## src/hw/eltwise_pkg.sv

```systemverilog
package eltwise_pkg;

  ////////////////////////////////////////////////////////////
  // Sizes of the datapath and the memories
  ////////////////////////////////////////////////////////////

  localparam int LANES = 4;
  localparam int LANE_W = 16;
  localparam int WORD_W = LANES * LANE_W;
  localparam int AWIDTH = 6;
  localparam int CNT_W = 6;

  // Read latency of the A and B memories in cycles
  localparam int MEM_LATENCY = 1;

  // Beats in flight between issue and the result register
  localparam int PIPE_DEPTH = MEM_LATENCY + 1;

  // Credits granted by the consumer after reset
  localparam int CREDITS_MAX = 4;
  localparam int CREDIT_W = $clog2(CREDITS_MAX + 1);

  ////////////////////////////////////////////////////////////
  // Operation codes and lane views
  ////////////////////////////////////////////////////////////

  typedef enum logic [1:0] {
    OP_ADD = 2'd0,
    OP_SUB = 2'd1,
    OP_MAX = 2'd2,
    OP_MIN = 2'd3
  } op_e;

  // Half precision layout, sign on top
  typedef struct packed {
    logic       sign;
    logic [4:0] exponent;
    logic [9:0] mantissa;
  } fp16_t;

  // Integer ops look at raw, compare ops look at fp
  typedef union packed {
    logic [LANE_W-1:0] raw;
    fp16_t             fp;
  } lane_u;

  ////////////////////////////////////////////////////////////
  // Port bundles
  ////////////////////////////////////////////////////////////

  // Preload write, sel picks the memory (0 for A, 1 for B)
  typedef struct packed {
    logic              valid;
    logic              sel;
    logic [AWIDTH-1:0] addr;
    logic [WORD_W-1:0] data;
  } mem_wr_t;

  typedef struct packed {
    logic              start;
    op_e               op;
    logic [AWIDTH-1:0] base_a;
    logic [AWIDTH-1:0] base_b;
    logic [CNT_W-1:0]  count;
    logic [LANES-1:0]  mask_a;
    logic [LANES-1:0]  mask_b;
  } cmd_t;

  typedef struct packed {
    logic                   valid;
    logic [CNT_W-1:0]       index;
    lane_u [LANES-1:0]      lanes;
  } result_t;

endpackage

```

## src/hw/eltwise_input_logic.sv

```systemverilog
`timescale 1ns/10ps

// Address walker and lane qualifier in front of the lane unit
module eltwise_input_logic (
  input  logic                              clk,
  input  logic                              rst,
  input  eltwise_pkg::cmd_t                 cmd,
  input  logic                              load,
  input  logic                              issue,
  output logic                              last,
  output logic [eltwise_pkg::AWIDTH-1:0]    a_addr,
  output logic [eltwise_pkg::AWIDTH-1:0]    b_addr,
  input  logic [eltwise_pkg::WORD_W-1:0]    a_data,
  input  logic [eltwise_pkg::WORD_W-1:0]    b_data,
  output logic                              beat_valid,
  output logic [eltwise_pkg::CNT_W-1:0]     beat_index,
  output logic [eltwise_pkg::WORD_W-1:0]    a_masked,
  output logic [eltwise_pkg::WORD_W-1:0]    b_masked,
  output eltwise_pkg::op_e                  op
);

  localparam int L = eltwise_pkg::MEM_LATENCY;

  logic [eltwise_pkg::CNT_W-1:0] idx;
  logic [eltwise_pkg::CNT_W-1:0] count_q;
  logic [eltwise_pkg::LANES-1:0] mask_a_q;
  logic [eltwise_pkg::LANES-1:0] mask_b_q;
  logic [L-1:0]                  valid_pipe;
  logic [eltwise_pkg::CNT_W-1:0] idx_pipe [L];
  logic                          all_issued;

  ////////////////////////////////////////////////////////////
  // Command latch and address walk
  ////////////////////////////////////////////////////////////

  // Command fields are kept for the whole run, load overrides
  always_ff @(posedge clk) begin
    if (load) begin
      a_addr   <= cmd.base_a;
      b_addr   <= cmd.base_b;
      count_q  <= cmd.count;
      mask_a_q <= cmd.mask_a;
      mask_b_q <= cmd.mask_b;
      op       <= cmd.op;
    end else if (issue) begin
      a_addr <= a_addr + 1'b1;
      b_addr <= b_addr + 1'b1;
    end
  end

  // Beat counter and a flag that marks the run as fully issued
  always_ff @(posedge clk) begin
    if (rst) begin
      idx        <= '0;
      all_issued <= 1'b0;
    end else if (load) begin
      idx        <= '0;
      all_issued <= 1'b0;
    end else if (issue) begin
      idx <= idx + 1'b1;
      if (last) all_issued <= 1'b1;
    end
  end

  assign last = (idx == count_q - eltwise_pkg::CNT_W'(1));

  ////////////////////////////////////////////////////////////
  // Alignment with the memory read data
  ////////////////////////////////////////////////////////////

  // Issue and index ride along with the read for MEM_LATENCY cycles
  always_ff @(posedge clk) begin
    if (rst) begin
      valid_pipe <= '0;
    end else begin
      valid_pipe[0] <= issue;
      for (int i = 1; i < L; i++) begin
        valid_pipe[i] <= valid_pipe[i-1];
      end
    end
  end

  always_ff @(posedge clk) begin
    idx_pipe[0] <= idx;
    for (int i = 1; i < L; i++) begin
      idx_pipe[i] <= idx_pipe[i-1];
    end
  end

  assign beat_valid = valid_pipe[L-1];
  assign beat_index = idx_pipe[L-1];

  // A lane is forced to zero when its mask bit is clear or no beat is there
  always_comb begin
    for (int i = 0; i < eltwise_pkg::LANES; i++) begin
      a_masked[i*eltwise_pkg::LANE_W +: eltwise_pkg::LANE_W] =
        (beat_valid && mask_a_q[i]) ? a_data[i*eltwise_pkg::LANE_W +: eltwise_pkg::LANE_W] : '0;
      b_masked[i*eltwise_pkg::LANE_W +: eltwise_pkg::LANE_W] =
        (beat_valid && mask_b_q[i]) ? b_data[i*eltwise_pkg::LANE_W +: eltwise_pkg::LANE_W] : '0;
    end
  end

  // Once the final beat has gone out the controller must stay quiet until reload
  a_no_issue_past_last: assert property (
    @(posedge clk) disable iff (rst) issue |-> !all_issued
  );

endmodule

```

## config.mk

```make
export PLATFORM = sky130hd
export DESIGN_NAME = eltwise_input_logic
export DESIGN_NICKNAME = d
export VERILOG_FILES = /design/src/hw/eltwise_pkg.sv /design/src/hw/eltwise_input_logic.sv
export SDC_FILE = /design/constraint.sdc
export NUM_CORES = 1
export LEC_CHECK = 0
export BUFFER_PORTS_ARGS = -buffer_cell sky130_fd_sc_hd__buf_4
export CORE_AREA = 2 2 120 122
export CTS_CLUSTER_SIZE = 16
export DETAILED_ROUTE_END_ITERATION = 10
export DIE_AREA = 0 0 122 124
export HOLD_SLACK_MARGIN = 0.12
export PLACE_DENSITY_LB_ADDON = 0.25
export SLEW_MARGIN = 0
export SYNTH_ARGS = -nofsm -noshare
export SYNTH_HDL_FRONTEND = slang
export SYNTH_SLANG_ARGS = --single-unit
```

## constraint.sdc

```tcl
create_clock -name clk -period 5 [get_ports clk]
set_clock_uncertainty 0.15 [all_clocks]
set_input_delay 1 -clock clk [delete_from_list [all_inputs] [get_ports clk]]
set_output_delay 1 -clock clk [all_outputs]
set_load 0.05 [all_outputs]
```

==> flow_summary.ini, run 1 <==
[run_status]
status = completed

[sta]
rsz0062_at_grt = no
fin_setup_tns_ns = 0
hold_viol = 0
timing.hold.ws_ns = 0.2559
timing.slew.headroom = 0.3102
tightestPinTransition_ns = 1.035
fmax_mhz = 291.2
setup_ws_ns = 1.566
report.final.slew_viol_count = 0
setup_viol = 0
finalCriticalPeriod_ns = 3.434
fin_crit_sh = 0.6867

[worst_setup_path]
crit_family = flip-flops
critPathLaunch = beat_valid
r2r_cells = 4
cp_cell_sequence = buf_4 -> and3_1 -> buf_4
cp.required_ns = 3.85
end_kind = primary output
arrival_ns = 2.28
crit_fanout = 77
crit_slowest_cell = dfxtp_2
slowest_delay_ns = 1.01
worstSetupPathType = reg2out
crit_path_frequent_cell = buf_4
r2r-start = b_addr[0]
start_kind = flop
path_depth = 3
worstPathBufferInverterCount = 2

[cts]
cts-root-buf = clkbuf_16
postCtsHoldBufs = 0
clock_path_buffers = 2
h-tree-depth = 2
clk_latency_ns = 0.28
cts_tree = yes
clk_pin_slew_ns = 0.06
clock_sinks = 41
numCtsBuffers = 5
cts-resized-gates = 0
post_cts_buffers = 0

[global_routing]
grt_pass1_vias = 2936
grt_max_degree = 78
grt_pass1_wl_um = 16170
overflow = 0
antenna_found_initial = 0
track_usage = 0.1382

[logic_synthesis]
synth_area_um2 = 2534
yosys_register_bits = 41
syn-num-nets = 444
postSynthCellCount = 279
muxShareOfSynthArea = 0.01284
synthAdderAreaFrac = 0.01975
ys_warn_count = 0
synth_top_family_by_area = simple AND/OR/NAND/NOR gates
syn_avg_cell_area_um2 = 9.081
synthXorXnorAreaFrac = 0.06568
synth.distinct_cells = 25
synthSimpleGateAreaFrac = 0.3906
synth_compound_area_frac = 0.03309
ys_seq_area_frac = 0.4346

[floorplan]
die_height_um = 124
rows = 43
boundaryPins = 311
die_x_um = 122
core_um2 = 13720
initial_utilization = 0.1847
fp.dieArea_um2 = 15130

[cells_and_area]
synthToLayoutAreaGrowth_pct = 103.2
instances_no_fill = 751
diodes = 0
layout-drive-gt1-share = 0.5657
final_nets = 735

[hold_path]
hp-class = reg2reg
hold_depth = 0
worstHoldStart = idx[5]

[detailed_routing]
first_pass_iters = 4
wire_per_inst_um = 16.13
route.detailed.drc = 0
detail-route-antenna-nets = 0
finalWirelength_um = 12110
routed_via_density = 4.296
drtIter0Drc = 199
vias = 3226

[power_and_ir_drop]
worst_ir_drop_vdd_v = 0.0001148
leakage_nw = 3.010
p_per_area_nw_per_um2 = 231.0

[placed_design]
place_hpwl_um = 9701
io_buffers = 309
place.gp.congestion = 0.9521
detailedPlace.worstSlack_ns = 1.890
dp_cells = 743

[flow_run]
cap_violations = 0
-- cell type report --
class,instances,area (um^2)
Clock inverter,1,5.005
Inverter,3,11.26
Sequential cell,41,1102
Multi-Input combinational cell,209,1323
Timing Repair Buffer,310,2327
Tap cell,180,225.2
Clock buffer,7,153.9
Fill cell,1409,8572
-- report_power, final --
part           switching, W  total, W  internal, W
clock              0.000128  0.000343     0.000215
sequential        0.0000421  0.000436     0.000394
combinational      0.000238  0.000410     0.000172
total              0.000408   0.00119     0.000780
-- worst paths after layout --
check	slack, ns	end
hold reg to reg	0.26	idx_pipe[0][5]
setup / recovery	1.57	a_masked[47]
hold / removal	0.26	idx_pipe[0][5]
setup reg to reg	3.57	b_addr[4]
-- per-layer routing --
metal / track usage / part of all wire / wire length, um / up-vias
met5: 0 / 0 / 0 / -
met4: 0.03879 / 0.015 / 186 / 0
met3: 0.03205 / 0.088 / 1064 / 12
met2: 0.2413 / 0.51 / 6212 / 148
met1: 0.1705 / 0.38 / 4649 / 1477
li1: - / - / - / 1589
-- synth_stat cells --
master / instances / area (um^2)
and3_1: 128 / 800.8
edfxtp_1: 28 / 840.8
clkbuf_1: 25 / 93.84
nand2_1: 15 / 56.30
dfxtp_1: 13 / 260.3
xor2_1: 12 / 105.1
o21ai_0: 11 / 55.05
nor2_1: 8 / 30.03
xnor2_1: 7 / 61.31
nand3_1: 5 / 25.02
ha_1: 4 / 50.05
inv_1: 3 / 11.26
nor3_1: 3 / 15.01
a21oi_1: 2 / 10.01
mux2_2: 2 / 22.52
nand2b_1: 2 / 12.51
nand4_1: 2 / 12.51
or2_2: 2 / 12.51
buf_2: 1 / 5.000
mux2i_1: 1 / 10.01
nand4_2: 1 / 12.51
nor2b_1: 1 / 6.260
o211a_1: 1 / 10.01
o31a_1: 1 / 8.760
or3_1: 1 / 6.260
-- cells by family (layout without fill, tap and decap cells) --
logic type	count (synthesis)	after routing
simple gates	168	168
flops	41	41
buf+inv	29	321
xor+xnor	19	19
compound gates	15	15
fa+ha+maj	4	4
mux	3	3
-- state kept, by name (all words and copies together), names as in the netlist --
name and cells:
a_addr 6, b_addr 6, beat_valid 1, count_q 6, idx 6, idx_pipe 6
mask_a_q 4, mask_b_q 4, op 2
-- layout by cell type (no fill, tap or decap), drive strengths merged --
master and instances:
nor3 3, o31a 1, xor2 12, ha 4
dfxtp 13, and3 128, nand4 3, mux2 2
clkbuf 7, edfxtp 28, or2 2, xnor2 7
nand2 15, o211a 1, nor2b 1, buf 310
inv 3, a21oi 2, nor2 8, mux2i 1
nand2b 2, clkinv 1, or3 1, o21ai 11
nand3 5
-- stage by stage --
step           instance area, um^2   power, W    util
2_1_floorplan                 2534  0.0006629       -
3_3_place_gp                  4989  0.0008490  0.3636
3_5_place_dp                  4989  0.0008549  0.3636
4_1_cts                       5147   0.001204  0.3752
5_1_grt                       5147   0.001242  0.3752
6_report                      5147   0.001189  0.3752
Note: power is estimated with default switching activity, not from simulation.
==> inputs of run 2 (changes only) <==
--- a/config.mk
+++ b/config.mk
@@ -6,10 +6,10 @@
 export NUM_CORES = 1
 export LEC_CHECK = 0
 export BUFFER_PORTS_ARGS = -buffer_cell sky130_fd_sc_hd__buf_4
-export CORE_AREA = 2 2 120 122
+export CORE_AREA = 2 2 121 123
 export CTS_CLUSTER_SIZE = 16
 export DETAILED_ROUTE_END_ITERATION = 10
-export DIE_AREA = 0 0 122 124
+export DIE_AREA = 0 0 123 125
 export HOLD_SLACK_MARGIN = 0.12
 export PLACE_DENSITY_LB_ADDON = 0.25
 export SLEW_MARGIN = 0
==> constraint.sdc (replaced) <==
create_clock -name clk -period 3.3 [get_ports clk]
set_clock_uncertainty 0.15 [all_clocks]
set_input_delay 0.66 -clock clk [delete_from_list [all_inputs] [get_ports clk]]
set_output_delay 0.66 -clock clk [all_outputs]
set_load 0.05 [all_outputs]
==> flow_summary.ini, run 2 (synthesized netlist as in run 1, its figures left out) <==
[run_status]
status = completed

[global_routing]
overflow = 0
antenna_found_initial = 0
grt_pass1_vias = 2997
grt_pass1_wl_um = 16270
grt_max_degree = 70
track_usage = 0.1340

[placed_design]
place_hpwl_um = 9217
place.gp.congestion = 0.8725
dp_cells = 748
detailedPlace.worstSlack_ns = 0.7970
place_area_um2 = 5001
io_buffers = 309

[cells_and_area]
multi_input_area_um2 = 1323
fillers = 1457
synthToLayoutAreaGrowth_pct = 102.9
instances_no_fill = 756
mostFrequentLayoutCell = buf_4
final_cell_mix = buf_4 (311), and3_1 (128), edfxtp_1 (28), nand2_1 (15)
layout-drive-gt1-share = 0.5664
ff_latch_area_um2 = 1102
diodes = 0
final_cell_area_um2 = 5140
final_nets = 736
fin_util = 0.3619

[hold_path]
worstHoldStart = idx[5]
hold_depth = 0
hp-class = reg2reg

[sta]
finalCriticalPeriod_ns = 2.774
timing.slew.headroom = 0.6782
fmax_mhz = 360.5
fin_crit_sh = 0.8407
hold_viol = 0
setup_viol = 0
setup_ws_ns = 0.5258
rsz0062_at_grt = no
fin_setup_tns_ns = 0
tightestPinTransition_ns = 0.4826
report.final.slew_viol_count = 0

[floorplan]
boundaryPins = 311
fp.dieArea_um2 = 15380
die_x_um = 123
rows = 44
initial_utilization = 0.1784
die_height_um = 125
core_um2 = 14200

[worst_setup_path]
start_kind = flop
arrival_ns = 1.96
end_kind = primary output
cp_cell_sequence = inv_1 -> ha_1 -> nand2b_1 -> a21oi_1 -> o31a_1 -> nor3_1 -> buf_4
endpoint = last
cp.required_ns = 2.49
timing.rr.end = b_addr[4]
r2r_cells = 4
worstSetupPathType = reg2out
r2r-start = b_addr[0]
r2r_setup_slack_ns = 1.82
critPathLaunch = count_q[0]
crit_slowest_cell = edfxtp_1
crit_fanout = 4
slowest_delay_ns = 0.45

[cts]
cts_tree = yes
postCtsHoldBufs = 0
clk_pin_slew_ns = 0.06
clk_latency_ns = 0.28
clock_sinks = 41
cts-resized-gates = 0
cts-root-buf = clkbuf_16
post_cts_buffers = 0
numCtsBuffers = 5
h-tree-depth = 2
clock_path_buffers = 2

[detailed_routing]
vias = 3242
finalWirelength_um = 11420
wire_per_inst_um = 15.11
detail-route-antenna-nets = 0
first_pass_iters = 4
drtIter0Drc = 156
route.detailed.drc = 0
routed_via_density = 4.288

[power_and_ir_drop]
worst_ir_drop_vdd_v = 0.0002086
leakage_nw = 3.007
p_per_area_nw_per_um2 = 339.1

[flow_run]
cap_violations = 0
run 2: changes by cell type in the layout (fill, tap and decap cells not counted):
| cell | before | now |
|---|---|---|
| clkinv_2 | 1 | 2 |
| buf_4 | 310 | 311 |
| clkbuf_16 | 6 | 5 |
run 2: worst max-delay path: cells and delay by family (launching register included):
kind	cells	cell delay, ns
AO/OA/AOI/OAI	2	0.37
adder cells (fa/ha/maj)	1	0.19
buffers and inverters	2	0.33
flip-flops	1	0.45
AND/OR/NAND/NOR	2	0.34
run 2: worst min path at each step:
stage                                end  slack (ns)
after global placement    idx_pipe[0][5]        0.24
after floorplan           idx_pipe[0][5]        0.22
after global routing      idx_pipe[0][5]        0.27
after detailed placement  idx_pipe[0][5]        0.24
final                     idx_pipe[0][5]        0.25
after CTS                 idx_pipe[0][5]        0.25
run 2: layout make-up:
cell class / count / area share
clock buffer: 6 / 0.02507
clock inverter: 2 / 0.001947
inverter: 3 / 0.002191
multi-input combinational: 209 / 0.2573
sequential: 41 / 0.2145
tap: 184 / 0.04479
timing repair buffer: 311 / 0.4542
run 2: layer usage:
layer | global-route usage | vias up | wire length, um
met4 | 0.04412 | 0 | 314
met3 | 0.02920 | 19 | 973
li1 | - | 1588 | -
met1 | 0.1499 | 1490 | 4124
met2 | 0.2473 | 145 | 6008
met5 | 0 | - | 0
run 2: through the flow:
step / hold slack, ns / total power, W
finish: 0.2471 / 0.001743
global route: 0.2686 / 0.001842
CTS: 0.2470 / 0.001773
detailed placement: 0.2382 / 0.001294
global placement: 0.2394 / 0.001284
floorplan: 0.2176 / 0.001004
run 2: power by group:
part	switching [W]	internal [W]	leakage, nW
Combinational	0.000367	0.000261	2.55
Clock	0.000186	0.000278	0.0706
Sequential	0.0000543	0.000597	0.387
==> inputs of run 3 (changes only) <==
==> constraint.sdc (replaced) <==
create_clock -name clk -period 2.78 [get_ports clk]
set_clock_uncertainty 0.15 [all_clocks]
set_input_delay 0.556 -clock clk [delete_from_list [all_inputs] [get_ports clk]]
set_output_delay 0.556 -clock clk [all_outputs]
set_load 0.05 [all_outputs]
==> flow_summary.ini, run 3 (synthesized netlist as in run 1, its figures left out) <==
[cts]
cts-resized-gates = 0
numCtsBuffers = 5
cts-root-buf = clkbuf_16
h-tree-depth = 2
clock_path_buffers = 2
cts_tree = yes
clock_sinks = 41
clk_latency_ns = 0.28
post_cts_buffers = 0
clk_pin_slew_ns = 0.06
postCtsHoldBufs = 0

[placed_design]
place.gp.congestion = 0.8524
io_buffers = 309
place_area_um2 = 5011
place_hpwl_um = 9667

[worst_setup_path]
critPathLaunch = count_q[0]
arrival_ns = 1.88
end_kind = primary output
r2r-start = b_addr[0]
start_kind = flop
cp.required_ns = 2.07
worstSetupPathType = reg2out
crit_fanout = 4

[detailed_routing]
routed_via_density = 4.265
vias = 3220
detail-route-antenna-nets = 0
wire_per_inst_um = 15.75
drtIter0Drc = 196
first_pass_iters = 4
finalWirelength_um = 11890
route.detailed.drc = 0

[cells_and_area]
final_cell_mix = buf_4 (309), and3_1 (128), edfxtp_1 (28), nand2_1 (15)
diodes = 0
layout-drive-gt1-share = 0.5657
synthToLayoutAreaGrowth_pct = 103.2
final_cell_area_um2 = 5149
mostFrequentLayoutCell = buf_4
final_nets = 735

[sta]
tightestPinTransition_ns = 0.4787
fin_crit_sh = 0.9292
finalCriticalPeriod_ns = 2.583
hold_viol = 0
rsz0062_at_grt = no
fin_setup_tns_ns = 0
setup_viol = 0
fmax_mhz = 387.1
timing.slew.headroom = 0.6809
report.final.slew_viol_count = 0

[hold_path]
worstHoldStart = idx[5]
hp-class = reg2reg

[global_routing]
grt_pass1_vias = 3116
track_usage = 0.1416
antenna_found_initial = 0
grt_max_degree = 108
overflow = 0
grt_pass1_wl_um = 17270

[floorplan]
fp.dieArea_um2 = 15380
rows = 44
initial_utilization = 0.1784
die_x_um = 123
die_height_um = 125
core_um2 = 14200
boundaryPins = 311

[run_status]
status = completed

[power_and_ir_drop]
worst_ir_drop_vdd_v = 0.0002842
leakage_nw = 3.003
p_per_area_nw_per_um2 = 402.8

[flow_run]
cap_violations = 0
-- run 3: final cells by class --
| cell class | count | area, um^2 |
|---|---|---|
| clock buffer | 7 | 132.6 |
| clock inverter | 1 | 5.005 |
| fill | 1486 | 9055 |
| inverter | 3 | 11.26 |
| multi-input combinational | 209 | 1328 |
| sequential | 41 | 1102 |
| tap | 184 | 230.2 |
| timing repair buffer | 310 | 2340 |
-- run 3: path summary, 6_finish.rpt --
| check | end | slack (ns) | depth (start not counted) |
|---|---|---|---|
| max | last | 0.20 | 7 |
| min reg2reg | idx_pipe[0][5] | 0.25 | 0 |
| max reg2reg | b_addr[4] | 1.32 | 4 |
| min | idx_pipe[0][5] | 0.25 | 0 |
-- run 3: critical path, cell delays in order (launching register included) --
cell	delay [ns]
edfxtp_1	0.43
inv_1	0.08
ha_1	0.18
nand2b_1	0.08
o211a_1	0.21
o31a_1	0.25
nor3_2	0.14
buf_4	0.23
-- run 3: layer usage --
layer  GRT usage  share of wire
met2      0.2632           0.52
met4     0.04144          0.023
met5           0              0
met1      0.1589           0.37
met3     0.03102          0.089
-- run 3: metrics by stage --
stage	hold WS, ns	setup slack (ns)	utilization	power, W	instances
final	0.2492	0.1969	0.3625	0.002074	755
after floorplan	0.2176	0.3112	-	0.001193	279
after global routing	0.2572	0.08557	0.3625	0.002176	755
after detailed placement	0.2400	0.4751	0.3528	0.001539	747
after CTS	0.2530	0.1691	0.3625	0.002104	755
after global placement	0.2380	0.5387	0.3528	0.001528	747
-- run 3: power by group --
group	leakage, nW	internal [W]	total, W	switching (W)
sequential	0.387	0.000708	0.000776	0.0000680
clock	0.0679	0.000332	0.000552	0.000220
combinational	2.55	0.000311	0.000745	0.000435
total	3.00	0.00135	0.00207	0.000723
